<file path="src/design/interconnect_pkg.sv">
/*
 * Interconnect package
 * Address map, tohost command codes, load types and console FIFO sizes
 * shared by the memory-side interconnect, plus the request, read context
 * and tohost mailbox types
 */
`default_nettype none

package interconnect_pkg;

    // Device field values, address bits 31:28
    localparam logic [3:0] DEV_DRAM_LO = 4'h0;
    localparam logic [3:0] DEV_DRAM_HI = 4'h8;
    localparam logic [3:0] DEV_CONSOLE = 4'h4;
    localparam logic [3:0] DEV_PLIC    = 4'h5;
    localparam logic [3:0] DEV_CLINT   = 4'h6;

    // Mailbox sits inside DRAM space
    localparam logic [31:0] TOHOST_ADDR = 32'h8000_1000;
    localparam logic [31:0] OFFSET_MASK = 32'h07ff_ffff;

    // Tohost commands, upper half of the mailbox word
    localparam logic [15:0] CMD_PRINT_CHAR = 16'h0101;
    localparam logic [15:0] CMD_POWER_OFF  = 16'h0002;

    // Load types as funct3, bit 2 set means unsigned
    localparam logic [2:0] LD_BYTE   = 3'd0;
    localparam logic [2:0] LD_HALF   = 3'd1;
    localparam logic [2:0] LD_WORD   = 3'd2;
    localparam logic [2:0] LD_BYTE_U = 3'd4;
    localparam logic [2:0] LD_HALF_U = 3'd5;

    // Console receive FIFO
    localparam int CONS_DEPTH = 16;
    localparam int CONS_PTR_W = 4;
    localparam int CONS_CNT_W = 5;

    // One CPU data access, we and re are single-cycle strobes
    typedef struct packed {
        logic [31:0] addr;
        logic [31:0] wdata;
        logic        we;
        logic        re;
        logic [2:0]  ctrl;
    } mem_req_t;

    // Captured at each accepted read, used in the following cycle
    typedef struct packed {
        logic [3:0] dev;
        logic [3:0] offset;
        logic [2:0] ctrl;
        logic       is_dram;
    } rd_ctx_t;

    // Command view of the mailbox word
    typedef struct packed {
        logic [15:0] cmd;
        logic [7:0]  pad;
        logic [7:0]  ch;
    } tohost_fields_t;

    typedef union packed {
        logic [31:0]    raw;
        tohost_fields_t fields;
    } tohost_word_u;

endpackage

`default_nettype wire
</file>
<file path="src/design/rvsoc_interconnect.sv">
/*
 * Memory-side interconnect top
 * Request decoder, console receive FIFO, load response stage and tohost
 * mailbox for a machine-mode RISC-V core
 */
`timescale 1ns/1ps
`default_nettype none

module rvsoc_interconnect (
    input  wire                                     CLK,
    input  wire                                     rst_n,
    input  interconnect_pkg::mem_req_t              cpu_req,
    input  wire                                     dram_busy,
    input  wire  [127:0]                            dram_rdata,
    input  wire  [31:0]                             plic_rdata,
    input  wire  [31:0]                             clint_rdata,
    input  wire                                     rx_valid,
    input  wire  [7:0]                              rx_data,
    output logic                                    dram_rd_en,
    output logic                                    dram_wr_en,
    output logic [31:0]                             dram_addr,
    output logic [31:0]                             dram_wdata,
    output logic [2:0]                              dram_ctrl,
    output logic                                    plic_we,
    output logic                                    plic_re,
    output logic                                    clint_we,
    output logic [31:0]                             data_rdata,
    output logic                                    rdata_valid,
    output logic                                    proc_busy,
    output logic [interconnect_pkg::CONS_CNT_W-1:0] cons_count,
    output logic                                    uart_we,
    output logic [7:0]                              uart_data,
    output logic                                    finish
);

    interconnect_pkg::rd_ctx_t rd_ctx;
    logic                      rd_pending;
    logic                      cons_pop;
    logic [8:0]                cons_head;
    logic [8:0]                cons_head_q;

    // Only DRAM can stall the core here
    assign proc_busy = dram_busy;

    mem_request_decode i_mem_request_decode (
        .CLK          (CLK),
        .rst_n        (rst_n),
        .cpu_req      (cpu_req),
        .dram_busy    (dram_busy),
        .dram_rd_en   (dram_rd_en),
        .dram_wr_en   (dram_wr_en),
        .dram_addr    (dram_addr),
        .dram_wdata   (dram_wdata),
        .dram_ctrl    (dram_ctrl),
        .plic_we      (plic_we),
        .plic_re      (plic_re),
        .clint_we     (clint_we),
        .cons_pop     (cons_pop),
        .rd_ctx       (rd_ctx),
        .rd_pending   (rd_pending),
        .cons_head_in (cons_head),
        .cons_head_q  (cons_head_q)
    );

    console_rx_fifo i_console_rx_fifo (
        .CLK      (CLK),
        .rst_n    (rst_n),
        .rx_valid (rx_valid),
        .rx_data  (rx_data),
        .pop      (cons_pop),
        .head     (cons_head),
        .count    (cons_count)
    );

    load_response i_load_response (
        .CLK         (CLK),
        .rst_n       (rst_n),
        .rd_ctx      (rd_ctx),
        .rd_pending  (rd_pending),
        .dram_rdata  (dram_rdata),
        .plic_rdata  (plic_rdata),
        .clint_rdata (clint_rdata),
        .cons_head   (cons_head_q),
        .data_rdata  (data_rdata),
        .rdata_valid (rdata_valid)
    );

    tohost_unit i_tohost_unit (
        .CLK       (CLK),
        .rst_n     (rst_n),
        .cpu_req   (cpu_req),
        .uart_we   (uart_we),
        .uart_data (uart_data),
        .finish    (finish)
    );

endmodule

`default_nettype wire

</file>
<file path="src/design/tohost_unit.sv">
/*
 * Tohost mailbox
 * Captures CPU writes to the mailbox address. A print-char word puts
 * one character out and clears the mailbox; power-off latches finish
 */
`timescale 1ns/1ps
`default_nettype none

module tohost_unit (
    input  wire                        CLK,
    input  wire                        rst_n,
    input  interconnect_pkg::mem_req_t cpu_req,
    output logic                       uart_we,
    output logic [7:0]                 uart_data,
    output logic                       finish
);

    interconnect_pkg::tohost_word_u mbox;
    logic                           finish_q;
    logic                           is_print;
    logic                           is_off;
    logic                           mbox_wr;

    assign is_print = (mbox.fields.cmd == interconnect_pkg::CMD_PRINT_CHAR);
    assign is_off   = (mbox.fields.cmd == interconnect_pkg::CMD_POWER_OFF);
    assign mbox_wr  = cpu_req.we && (cpu_req.addr == interconnect_pkg::TOHOST_ADDR);

    // Character goes out the cycle after the mailbox is loaded
    assign uart_we   = is_print;
    assign uart_data = mbox.fields.ch;
    assign finish    = finish_q || is_off;

    always_ff @(posedge CLK or negedge rst_n) begin
        if (!rst_n) begin
            mbox.raw <= 32'h0;
            finish_q <= 1'b0;
        end else if (is_off || finish_q) begin
            // Frozen once powered off
            finish_q <= 1'b1;
        end else if (mbox_wr) begin
            mbox.raw <= cpu_req.wdata;
        end else if (is_print) begin
            mbox.raw <= 32'h0;
        end
    end

    a_no_char_after_finish: assert property (
        @(posedge CLK) disable iff (!rst_n)
        finish_q |-> !uart_we
    );

endmodule

`default_nettype wire

</file>
<file path="src/design/load_response.sv">
/*
 * Load response stage
 * One cycle after a read, picks the returning device by the captured
 * context. DRAM lines are shifted to the byte offset and extended by
 * the load type; unmapped devices read zero
 */
`timescale 1ns/1ps
`default_nettype none

module load_response (
    input  wire                       CLK,
    input  wire                       rst_n,
    input  interconnect_pkg::rd_ctx_t rd_ctx,
    input  wire                       rd_pending,
    input  wire  [127:0]              dram_rdata,
    input  wire  [31:0]               plic_rdata,
    input  wire  [31:0]               clint_rdata,
    input  wire  [8:0]                cons_head,
    output logic [31:0]               data_rdata,
    output logic                      rdata_valid
);

    logic [127:0] line_shift;
    logic [31:0]  word;
    logic         sext;
    logic [31:0]  dram_word;

    // Line aligned so the addressed byte lands at bit 0
    assign line_shift = dram_rdata >> {rd_ctx.offset, 3'b000};
    assign word       = line_shift[31:0];
    assign sext       = !rd_ctx.ctrl[2];

    always_comb begin
        case (rd_ctx.ctrl)
            interconnect_pkg::LD_BYTE,
            interconnect_pkg::LD_BYTE_U: begin
                dram_word = {{24{word[7] & sext}}, word[7:0]};
            end
            interconnect_pkg::LD_HALF,
            interconnect_pkg::LD_HALF_U: begin
                dram_word = {{16{word[15] & sext}}, word[15:0]};
            end
            interconnect_pkg::LD_WORD: begin
                dram_word = word;
            end
            default: begin
                dram_word = word;
            end
        endcase
    end

    // Return mux
    always_comb begin
        if (rd_ctx.is_dram) begin
            data_rdata = dram_word;
        end else begin
            case (rd_ctx.dev)
                interconnect_pkg::DEV_PLIC:    data_rdata = plic_rdata;
                interconnect_pkg::DEV_CLINT:   data_rdata = clint_rdata;
                interconnect_pkg::DEV_CONSOLE: data_rdata = {23'h0, cons_head};
                default:                       data_rdata = 32'h0;
            endcase
        end
    end

    always_ff @(posedge CLK or negedge rst_n) begin
        if (!rst_n) begin
            rdata_valid <= 1'b0;
        end else begin
            rdata_valid <= rd_pending;
        end
    end

endmodule

`default_nettype wire

</file>
<file path="src/design/console_rx_fifo.sv">
/*
 * Console receive FIFO
 * Circular buffer of received console bytes. New bytes are dropped when
 * full, a pop of an empty buffer is ignored. Head carries a valid bit
 */
`timescale 1ns/1ps
`default_nettype none

module console_rx_fifo (
    input  wire                                     CLK,
    input  wire                                     rst_n,
    input  wire                                     rx_valid,
    input  wire  [7:0]                              rx_data,
    input  wire                                     pop,
    output logic [8:0]                              head,
    output logic [interconnect_pkg::CONS_CNT_W-1:0] count
);

    localparam logic [interconnect_pkg::CONS_CNT_W-1:0] FULL_CNT =
        interconnect_pkg::CONS_CNT_W'(interconnect_pkg::CONS_DEPTH);

    logic [7:0]                              mem [interconnect_pkg::CONS_DEPTH];
    logic [interconnect_pkg::CONS_PTR_W-1:0] rd_ptr;
    logic [interconnect_pkg::CONS_PTR_W-1:0] wr_ptr;
    logic                                    empty;
    logic                                    push_ok;
    logic                                    pop_ok;

    assign empty   = (count == '0);
    assign push_ok = rx_valid && (count != FULL_CNT);
    assign pop_ok  = pop && !empty;

    // Empty reads as zero
    assign head = empty ? 9'h000 : {1'b1, mem[rd_ptr]};

    always_ff @(posedge CLK) begin
        if (push_ok) begin
            mem[wr_ptr] <= rx_data;
        end
    end

    always_ff @(posedge CLK or negedge rst_n) begin
        if (!rst_n) begin
            rd_ptr <= '0;
            wr_ptr <= '0;
            count  <= '0;
        end else begin
            if (push_ok) begin
                wr_ptr <= wr_ptr + 1'b1;
            end
            if (pop_ok) begin
                rd_ptr <= rd_ptr + 1'b1;
            end
            // Push and pop together leave the count alone
            case ({push_ok, pop_ok})
                2'b10:   count <= count + 1'b1;
                2'b01:   count <= count - 1'b1;
                default: count <= count;
            endcase
        end
    end

    a_count_max: assert property (
        @(posedge CLK) disable iff (!rst_n)
        count <= FULL_CNT
    );

endmodule

`default_nettype wire

</file>
<file path="src/design/mem_request_decode.sv">
/*
 * Memory request decoder
 * Routes each CPU data access by address bits 31:28, drives the DRAM
 * enables held off by busy, raises the PLIC, CLINT and console strobes,
 * and captures the read context and console head for the return path
 */
`timescale 1ns/1ps
`default_nettype none

module mem_request_decode (
    input  wire                        CLK,
    input  wire                        rst_n,
    input  interconnect_pkg::mem_req_t cpu_req,
    input  wire logic                  dram_busy,
    output logic                       dram_rd_en,
    output logic                       dram_wr_en,
    output logic [31:0]                dram_addr,
    output logic [31:0]                dram_wdata,
    output logic [2:0]                 dram_ctrl,
    output logic                       plic_we,
    output logic                       plic_re,
    output logic                       clint_we,
    output logic                       cons_pop,
    output interconnect_pkg::rd_ctx_t  rd_ctx,
    output logic                       rd_pending,
    input  wire  [8:0]                 cons_head_in,
    output logic [8:0]                 cons_head_q
);

    logic [3:0] dev;
    logic       is_dram;
    logic       accept;
    logic       rd_acc;
    logic       wr_acc;

    assign dev     = cpu_req.addr[31:28];
    assign is_dram = (dev == interconnect_pkg::DEV_DRAM_LO) ||
                     (dev == interconnect_pkg::DEV_DRAM_HI);

    // Nothing is accepted while DRAM is busy, the CPU holds the access
    assign accept = !dram_busy;
    assign rd_acc = cpu_req.re && accept;
    assign wr_acc = cpu_req.we && accept;

    // DRAM side
    assign dram_rd_en = rd_acc && is_dram;
    assign dram_wr_en = wr_acc && is_dram;
    assign dram_addr  = cpu_req.addr & interconnect_pkg::OFFSET_MASK;
    assign dram_wdata = cpu_req.wdata;
    assign dram_ctrl  = cpu_req.ctrl;

    // Device strobes, same cycle as the request
    assign plic_we  = wr_acc && (dev == interconnect_pkg::DEV_PLIC);
    assign plic_re  = rd_acc && (dev == interconnect_pkg::DEV_PLIC);
    assign clint_we = wr_acc && (dev == interconnect_pkg::DEV_CLINT);
    assign cons_pop = rd_acc && (dev == interconnect_pkg::DEV_CONSOLE);

    // Accepted read strobe, the consumer turns it into rdata_valid
    assign rd_pending = rd_acc;

    always_ff @(posedge CLK or negedge rst_n) begin
        if (!rst_n) begin
            rd_ctx <= '0;
        end else if (rd_acc) begin
            rd_ctx.dev     <= dev;
            rd_ctx.offset  <= cpu_req.addr[3:0];
            rd_ctx.ctrl    <= cpu_req.ctrl;
            rd_ctx.is_dram <= is_dram;
        end
    end

    // Head as seen in the pop cycle, before the FIFO advances
    always_ff @(posedge CLK) begin
        if (cons_pop) begin
            cons_head_q <= cons_head_in;
        end
    end

    a_dram_en_excl: assert property (
        @(posedge CLK) disable iff (!rst_n)
        !(dram_rd_en && dram_wr_en) && !((dram_rd_en || dram_wr_en) && dram_busy)
    );

endmodule

`default_nettype wire

</file>
<file path="config.mk">
export PLATFORM = sky130hd
export DESIGN_NAME = rvsoc_interconnect
export DESIGN_NICKNAME = d
export VERILOG_FILES = /design/src/design/interconnect_pkg.sv /design/src/design/rvsoc_interconnect.sv /design/src/design/tohost_unit.sv /design/src/design/load_response.sv /design/src/design/console_rx_fifo.sv /design/src/design/mem_request_decode.sv
export SDC_FILE = /design/constraint.sdc
export NUM_CORES = 1
export LEC_CHECK = 0
export ABC_AREA = 1
export ABC_CLOCK_PERIOD_IN_PS = 2400
export CORE_MARGIN = 3
export CORE_UTILIZATION = 59
export CTS_CLUSTER_SIZE = 14
export DETAILED_ROUTE_END_ITERATION = 7
export DONT_BUFFER_PORTS = 1
export PLACE_DENSITY = 0.78
export SLEW_MARGIN = 20
export SYNTH_ARGS = -nofsm -noshare
export SYNTH_HDL_FRONTEND = slang
export SYNTH_SLANG_ARGS = --single-unit
</file>
<file path="constraint.sdc">
create_clock -name CLK -period 2.4 [get_ports CLK]
set_clock_uncertainty 0.05 [all_clocks]
set_input_delay 0.12 -clock CLK [delete_from_list [all_inputs] [get_ports CLK]]
set_output_delay 0.12 -clock CLK [all_outputs]
set_load 0.03 [all_outputs]
</file>
-- Word level (Yosys, flattened, before mapping)
Memories as Yosys holds them, arrays and structs flattened.
Cells that the tools add are included.
- memories kept: 1
- input port bits: 273
- output and inout port bits: 121
- RAM bits: 128
- flip-flop bits (word level): 68
- word-level logic and storage cells: 70
- bitwise gates (word level): 3
- muxes and demuxes: 9
- shift operators: 1
- reductions and logical operators: 24
- $add $sub $neg: 4
- equality and inequality tests: 16
- memory list (memory ; depth ; width ; rd ports ; clocked after Yosys merged registers in ; wr ports ; line ; RTL):
    i_console_rx_fifo.mem ; 16 ; 8 ; 1 ; 0 ; 1 ; console_rx_fifo.sv:22 ; logic [7:0] mem [interconnect_pkg::CONS_DEPTH];
- operators with widths (kind ; count):
    right shift 128 x 7 -> 32 bit ; 1
    2-to-1 mux 32 bit ; 3
    case mux 32 bit (3 select lines) ; 1
    case mux 32 bit (2 select lines) ; 1
    == test 32 bit, second input constant ; 1
    == test 4 x 3 -> 1 bit, second input constant ; 6
    == test 16 x 2 -> 1 bit, second input constant ; 1
    == test 16 x 9 -> 1 bit, second input constant ; 1
    logical AND 1 bit ; 11
    case mux 5 bit (2 select lines) ; 1
    2-to-1 mux 9 bit ; 1
    adder 4 x 1 -> 4 bit, second input constant ; 2
    == test 3 bit, second input constant ; 2
    adder 5 x 1 -> 5 bit, second input constant ; 1
    logical NOT 5 bit ; 1
    != test 5 bit, second input constant ; 1
    subtractor 5 x 1 -> 5 bit, second input constant ; 1
    == test 4 bit, second input constant ; 1
    logical NOT 4 bit ; 1
    nonzero test 2 bit ; 2
    OR reduction 2 bit ; 2
    == test 3 x 1 -> 1 bit, second input constant ; 1
    logical NOT 1 bit ; 3
    logical NOT 3 bit ; 1
    other kinds (7) ; 10

-- Logic depth before layout (Yosys ltp)
- depth after elaboration: 6
- mapped depth: 16
- mapped depth without buffers: 16

-- Hierarchy
A second synthesis with hierarchy kept.
- cells, all modules: 1924
- area, all modules: 13570.5 sq um
- by module, submodules not included (module ; seq. area each (sq um) ; cells each ; times used ; area an instance (sq um)):
    console_rx_fifo ; 4169.0 ; 545 ; 1 ; 6058.3
    load_response ; 25.0 ; 1056 ; 1 ; 4850.9
    tohost_unit ; 625.6 ; 173 ; 1 ; 1338.8
    mem_request_decode ; 570.5 ; 149 ; 1 ; 1315.0
    rvsoc_interconnect ; 0.0 ; 1 ; 1 ; 7.5

-- Worst setup path after synthesis
Ideal clock, no wire load.
- kind: input port to flip-flop
- from: input dram_busy
- to: register i_console_rx_fifo.count[4] (netlist bit)
- arrival time: 2.672 ns
- required time: 2.227 ns
- setup time: 0.123 ns
- stages: 15
- buffers on the path: 0
- slack: -0.444 ns
- cell sequence: inv_1 -> nand2_1 -> nor3_1 -> nand2_1 -> inv_1 -> ha_1 -> inv_1 -> fa_1 -> inv_1 -> nand2_1 -> a21oi_1 -> nor2_1 -> nand2_1 -> nand3_1 -> xor2_1
- longest elaborated chain between the ends: 6
- elaborated cells on any way between the ends: 8
- those cells by class: eq/ne (2); mux (1); reduce/logical (5)
- ends and longest elaborated chain (item ; line ; RTL):
    start, declared ; rvsoc_interconnect.sv:13 ; input wire dram_busy,
    logical NOT 1 bit (*) ; mem_request_decode.sv:41 ; assign accept = !dram_busy;
    logical AND 1 bit (*) ; mem_request_decode.sv:42 ; assign rd_acc = cpu_req.re && accept;
    logical AND 1 bit (*) ; mem_request_decode.sv:56 ; assign cons_pop = rd_acc && (dev == interconnect_pkg::DEV_CONSOLE);
    logical AND 1 bit (*) ; console_rx_fifo.sv:31 ; assign pop_ok = pop && !empty;
    net i_console_rx_fifo.pop_ok ; console_rx_fifo.sv:27 ; logic pop_ok;
    == test 2 x 1 -> 1 bit / == test 2 bit (equally long branches) ; console_rx_fifo.sv:55 ; case ({push_ok, pop_ok})
    case mux 5 bit (2 select lines) / nonzero test 2 bit (equally long branches) ; -- ;
    end signal, assigned ; console_rx_fifo.sv:56 ; 2'b10: count <= count + 1'b1;
    end signal, assigned ; console_rx_fifo.sv:57 ; 2'b01: count <= count - 1'b1;
    end signal, assigned ; console_rx_fifo.sv:58 ; default: count <= count;
    end, declared ; console_rx_fifo.sv:16 ; output logic [interconnect_pkg::CONS_CNT_W-1:0] count
Mark *: on every way through the listed nets, which the timed path passes. The rest lies on a longest branch.
A chain may end at the register's enable or synchronous reset.

-- Worst setup path in the final report
- from: register i_mem_request_decode.rd_ctx[4] (netlist name)
- to: output data_rdata[17]
- longest elaborated chain between the ends: 4
- elaborated cells on any way between the ends: 5
- those cells by class: shift (1); mux (2); bitwise (2)
- ends and longest elaborated chain (item ; line ; RTL):
    right shift 128 x 7 -> 32 bit (*) ; load_response.sv:29 ; assign line_shift = dram_rdata >> {rd_ctx.offset, 3'b000};
    AND 1 bit (on tied branches) ; load_response.sv:41, load_response.sv:37 ;
    case mux 32 bit (2 select lines) (*) ; load_response.sv:34 ; case (rd_ctx.ctrl)
    2-to-1 mux 32 bit (*) ; load_response.sv:54 ; if (rd_ctx.is_dram) begin
    end, declared ; rvsoc_interconnect.sv:27 ; output logic [31:0] data_rdata,
Mark *: on every way between the ends. The rest lies on a longest branch, timed or not.

==> flow_summary_export.csv <==
group,metric,value,unit
setup_path,cp.arrival,2350,ps
timing,finalHoldViolations,0,
die,die_x,155,µm
timing,setup_viol,30,
yosys,synth-seq-cells,188,
global_routing,track_usage,38.0,%
global_routing,grtUsageMet1,45.3,%
timing,post-route-min-period,2520,ps
yosys,avgSynthCellArea,7.25,µm²
global_routing,gr-usage-met3,15.2,%
die,die_h,155,µm
yosys,synthTopCellsByCount,"nand2_1, nand3_1, nor2_1",
timing,worstMarginPinSlew,884,ps
yosys,synth_top_area_cell,"edfxtp_1",
placed_design,dp_hpwl,33.8,mm
outcome,status,"complete, but fails checks",
global_routing,grt_pass1_wl,71.0,mm
global_routing,gr-total-overflow,0,
timing,max_freq,397,MHz
clock_network,clkTransAtPathRegs,70,ps
flow_run,max-cap-violations,0,
die,pin_count,394,
detailed_routing,routed_wl,48.7,mm
clock_network,cts_root_buffer,"clkbuf_16",
power,power.leakage,6.87,nW
die,core,21900,µm²
die,die-area,24200,µm²
setup_path,cp-start-kind,"register",
setup_path,r2r_start,"i_console_rx_fifo.count[3]",
clock_network,ctsHtreeMaxLevel,4,
detailed_routing,remaining_drc_errors,0,
cells_and_area,final_layout_size_suffix_gt1_share,14.3,%
cells_and_area,utilization,70.3,%
timing,period_share,105,%
detailed_routing,wl_per_cell,22.8,µm
setup_path,critPathRequiredTime,2230,ps
yosys,synth_cell_type_count,45,
timing,setup_ws,-117,ps
setup_path,end_kind,"primary output",
setup_path,crit_path_start,"i_mem_request_decode.rd_ctx[4]",
yosys,async_flop_share,27.1,%
placed_design,place_ws,39.5,ps
clock_network,cts_tree,"built",
yosys,synth_edf_count,137,
yosys,synth_ff_type,"edfxtp_1",
detailed_routing,ant_nets,0,
setup_path,critical_path_class,"register to primary output",
timing,maxSlewViolCount,0,
placed_design,gp_congestion,1.04,
worst_hold_path,hold_class,"primary input to register",
yosys,syn_inst,1817,
global_routing,grt.busiest_layer,"met2",
yosys,yosysSeqAreaShare,40.9,%
die,start_util,60.2,%
timing,hold_ws,30.0,ps
clock_network,cts_made_buffers,17,
clock_network,cts.sinks,188,
power,irDropWorstVdd,0.000628,V
worst_hold_path,min_from,"cpu_req[67]",
detailed_routing,drt_iter0_drc,1636,
detailed_routing,dr.pass1.iters,8,
timing,fin_setup_tns,-2360,ps
clock_network,cts_buffer_depth,2,
cells_and_area,syn_to_final_growth,16.9,%
yosys,ys_warn_count,0,
global_routing,first_global_vias,12391,
yosys,synth.most_common_cell,"nand2_1",
yosys,synthesis.area,13200,µm²
cells_and_area,nets,2109,
yosys,yosysTopAreaCellShare,31.2,%
outcome,violations,"negative setup slack",
placed_design,io_buffers,0,
yosys,synth.area.top_cells,"edfxtp_1, nand2_1, nand3_1",
setup_path,cp_max_fo,8,
global_routing,grtUsageMet2,61.1,%
global_routing,grt_max_degree,68,
die,rows,54,
detailed_routing,vias,13404,
timing,slew_headroom,40.9,%
power,power-per-cell-area,786,nW/µm²
detailed_routing,vias_per_cell,6.29,
timing,rsz0062_at_grt,"yes",
global_routing,antenna_found_initial,13,
cells_and_area,finalNonFillerCells,2132,
clock_network,worstSkewPairLatency,430,ps
placed_design,dp_cells,2016,
==> sequential cells by signal, indices dropped and copies added, names as in the netlist <==
register	count
i_load_response.rdata_valid	1
i_console_rx_fifo.wr_ptr	4
i_mem_request_decode.cons_head_q	9
i_console_rx_fifo.mem	128
i_tohost_unit.finish_q	1
i_console_rx_fifo.count	5
i_tohost_unit.mbox	24
i_mem_request_decode.rd_ctx	12
i_console_rx_fifo.rd_ptr	4
==> metrics by stage <==
stage          total power [mW]  instance area [µm²]
5_1_grt                    12.7                15400
2_1_floorplan              7.46                13200
4_1_cts                    11.8                15000
3_3_place_gp               8.48                13400
6_report                   12.1                15400
3_5_place_dp               8.58                13400
==> critical path: stages (launching register included) <==
cell and delay (ps):
dfrtp_4 530, clkinv_8 130, buf_16 170, buf_12 140, buf_12 120, nand2_1 60
nand2_2 60, a21oi_1 140, nand2_1 90, nand3_2 90, nand3_1 80, nand2_1 80
nand2_1 60, buf_4 160
==> metal layers <==
| metal | routed length, µm | part of all wire [%] |
|---|---|---|
| met1 | 16700 | 34 |
| met2 | 22500 | 46 |
| met3 | 6840 | 14 |
| met4 | 2560 | 5.3 |
| met5 | 61 | 0.13 |
==> path summary, 6_finish.rpt <==
kind,endpoint,slack (ps),cells past startpoint
worst min register to register,i_mem_request_decode.rd_ctx[1],440,2
worst max register to register,i_console_rx_fifo.count[3],150,16
max in group asynchronous,i_mem_request_decode.rd_ctx[4],1830,2
min in group asynchronous,i_console_rx_fifo.count[3],170,2
worst max-delay path,data_rdata[17],-120,13
worst min-delay path,i_mem_request_decode.rd_ctx[0],30,4
==> logic make-up after synthesis <==
logic type | after synthesis | synth area share (%)
compound gates | 223 | 11.0
xor+xnor | 8 | 0.532
fa+ha+maj | 10 | 1.01
buf+inv | 278 | 11.3
flops | 188 | 40.9
other cells | 1 | 0.0285
simple gates | 1109 | 35.2
==> cell usage in the layout, fill, tap and decap left out, types with 5 or more instances in the layout <==
cell,n
buf_12,22
buf_4,80
inv_2,7
a21oi_2,10
nand2_1,600
nor2_1,142
edfxtp_1,137
o21ai_0,47
nor2_2,6
diode_2,13
a21oi_1,54
conb_1,5
inv_1,72
nand4_1,8
nand3_1,279
o21bai_1,33
o211ai_1,13
nand2_2,34
dfrtp_1,46
dlygate4sd3_1,45
buf_6,15
nand3_2,16
ha_1,7
o221ai_1,24
clkinv_1,6
o21a_1,8
a22o_1,23
xor2_1,7
clkbuf_16,19
buf_16,9
==> layout make-up <==
| cell class | instances | area [µm²] |
|---|---|---|
| Antenna cell | 13 | 32.5 |
| Clock buffer | 17 | 425 |
| Clock inverter | 15 | 184 |
| Fill cell | 1730 | 6490 |
| Inverter | 87 | 348 |
| Multi-Input combinational cell | 1356 | 6650 |
| Sequential cell | 188 | 5400 |
| Tap cell | 280 | 350 |
| Timing Repair Buffer | 176 | 2010 |
==> power by group <==
group | switching [mW] | internal (mW) | total, mW
Combinational | 3.28 | 1.90 | 5.18
Sequential | 0.173 | 3.89 | 4.07
Clock | 1.27 | 1.58 | 2.85
==> repair_timing <==
item                                    in CTS  in global routing
resized for setup                           66                 56
setup buffers                                6                  9
cloned                                       7                  3
endpoints found under the setup margin      31                 33
hold endpoints to repair                   215                  0
pin swaps                                   14                 11
hold buffers                                46                  0
Power figures use the tool's default switching activity.
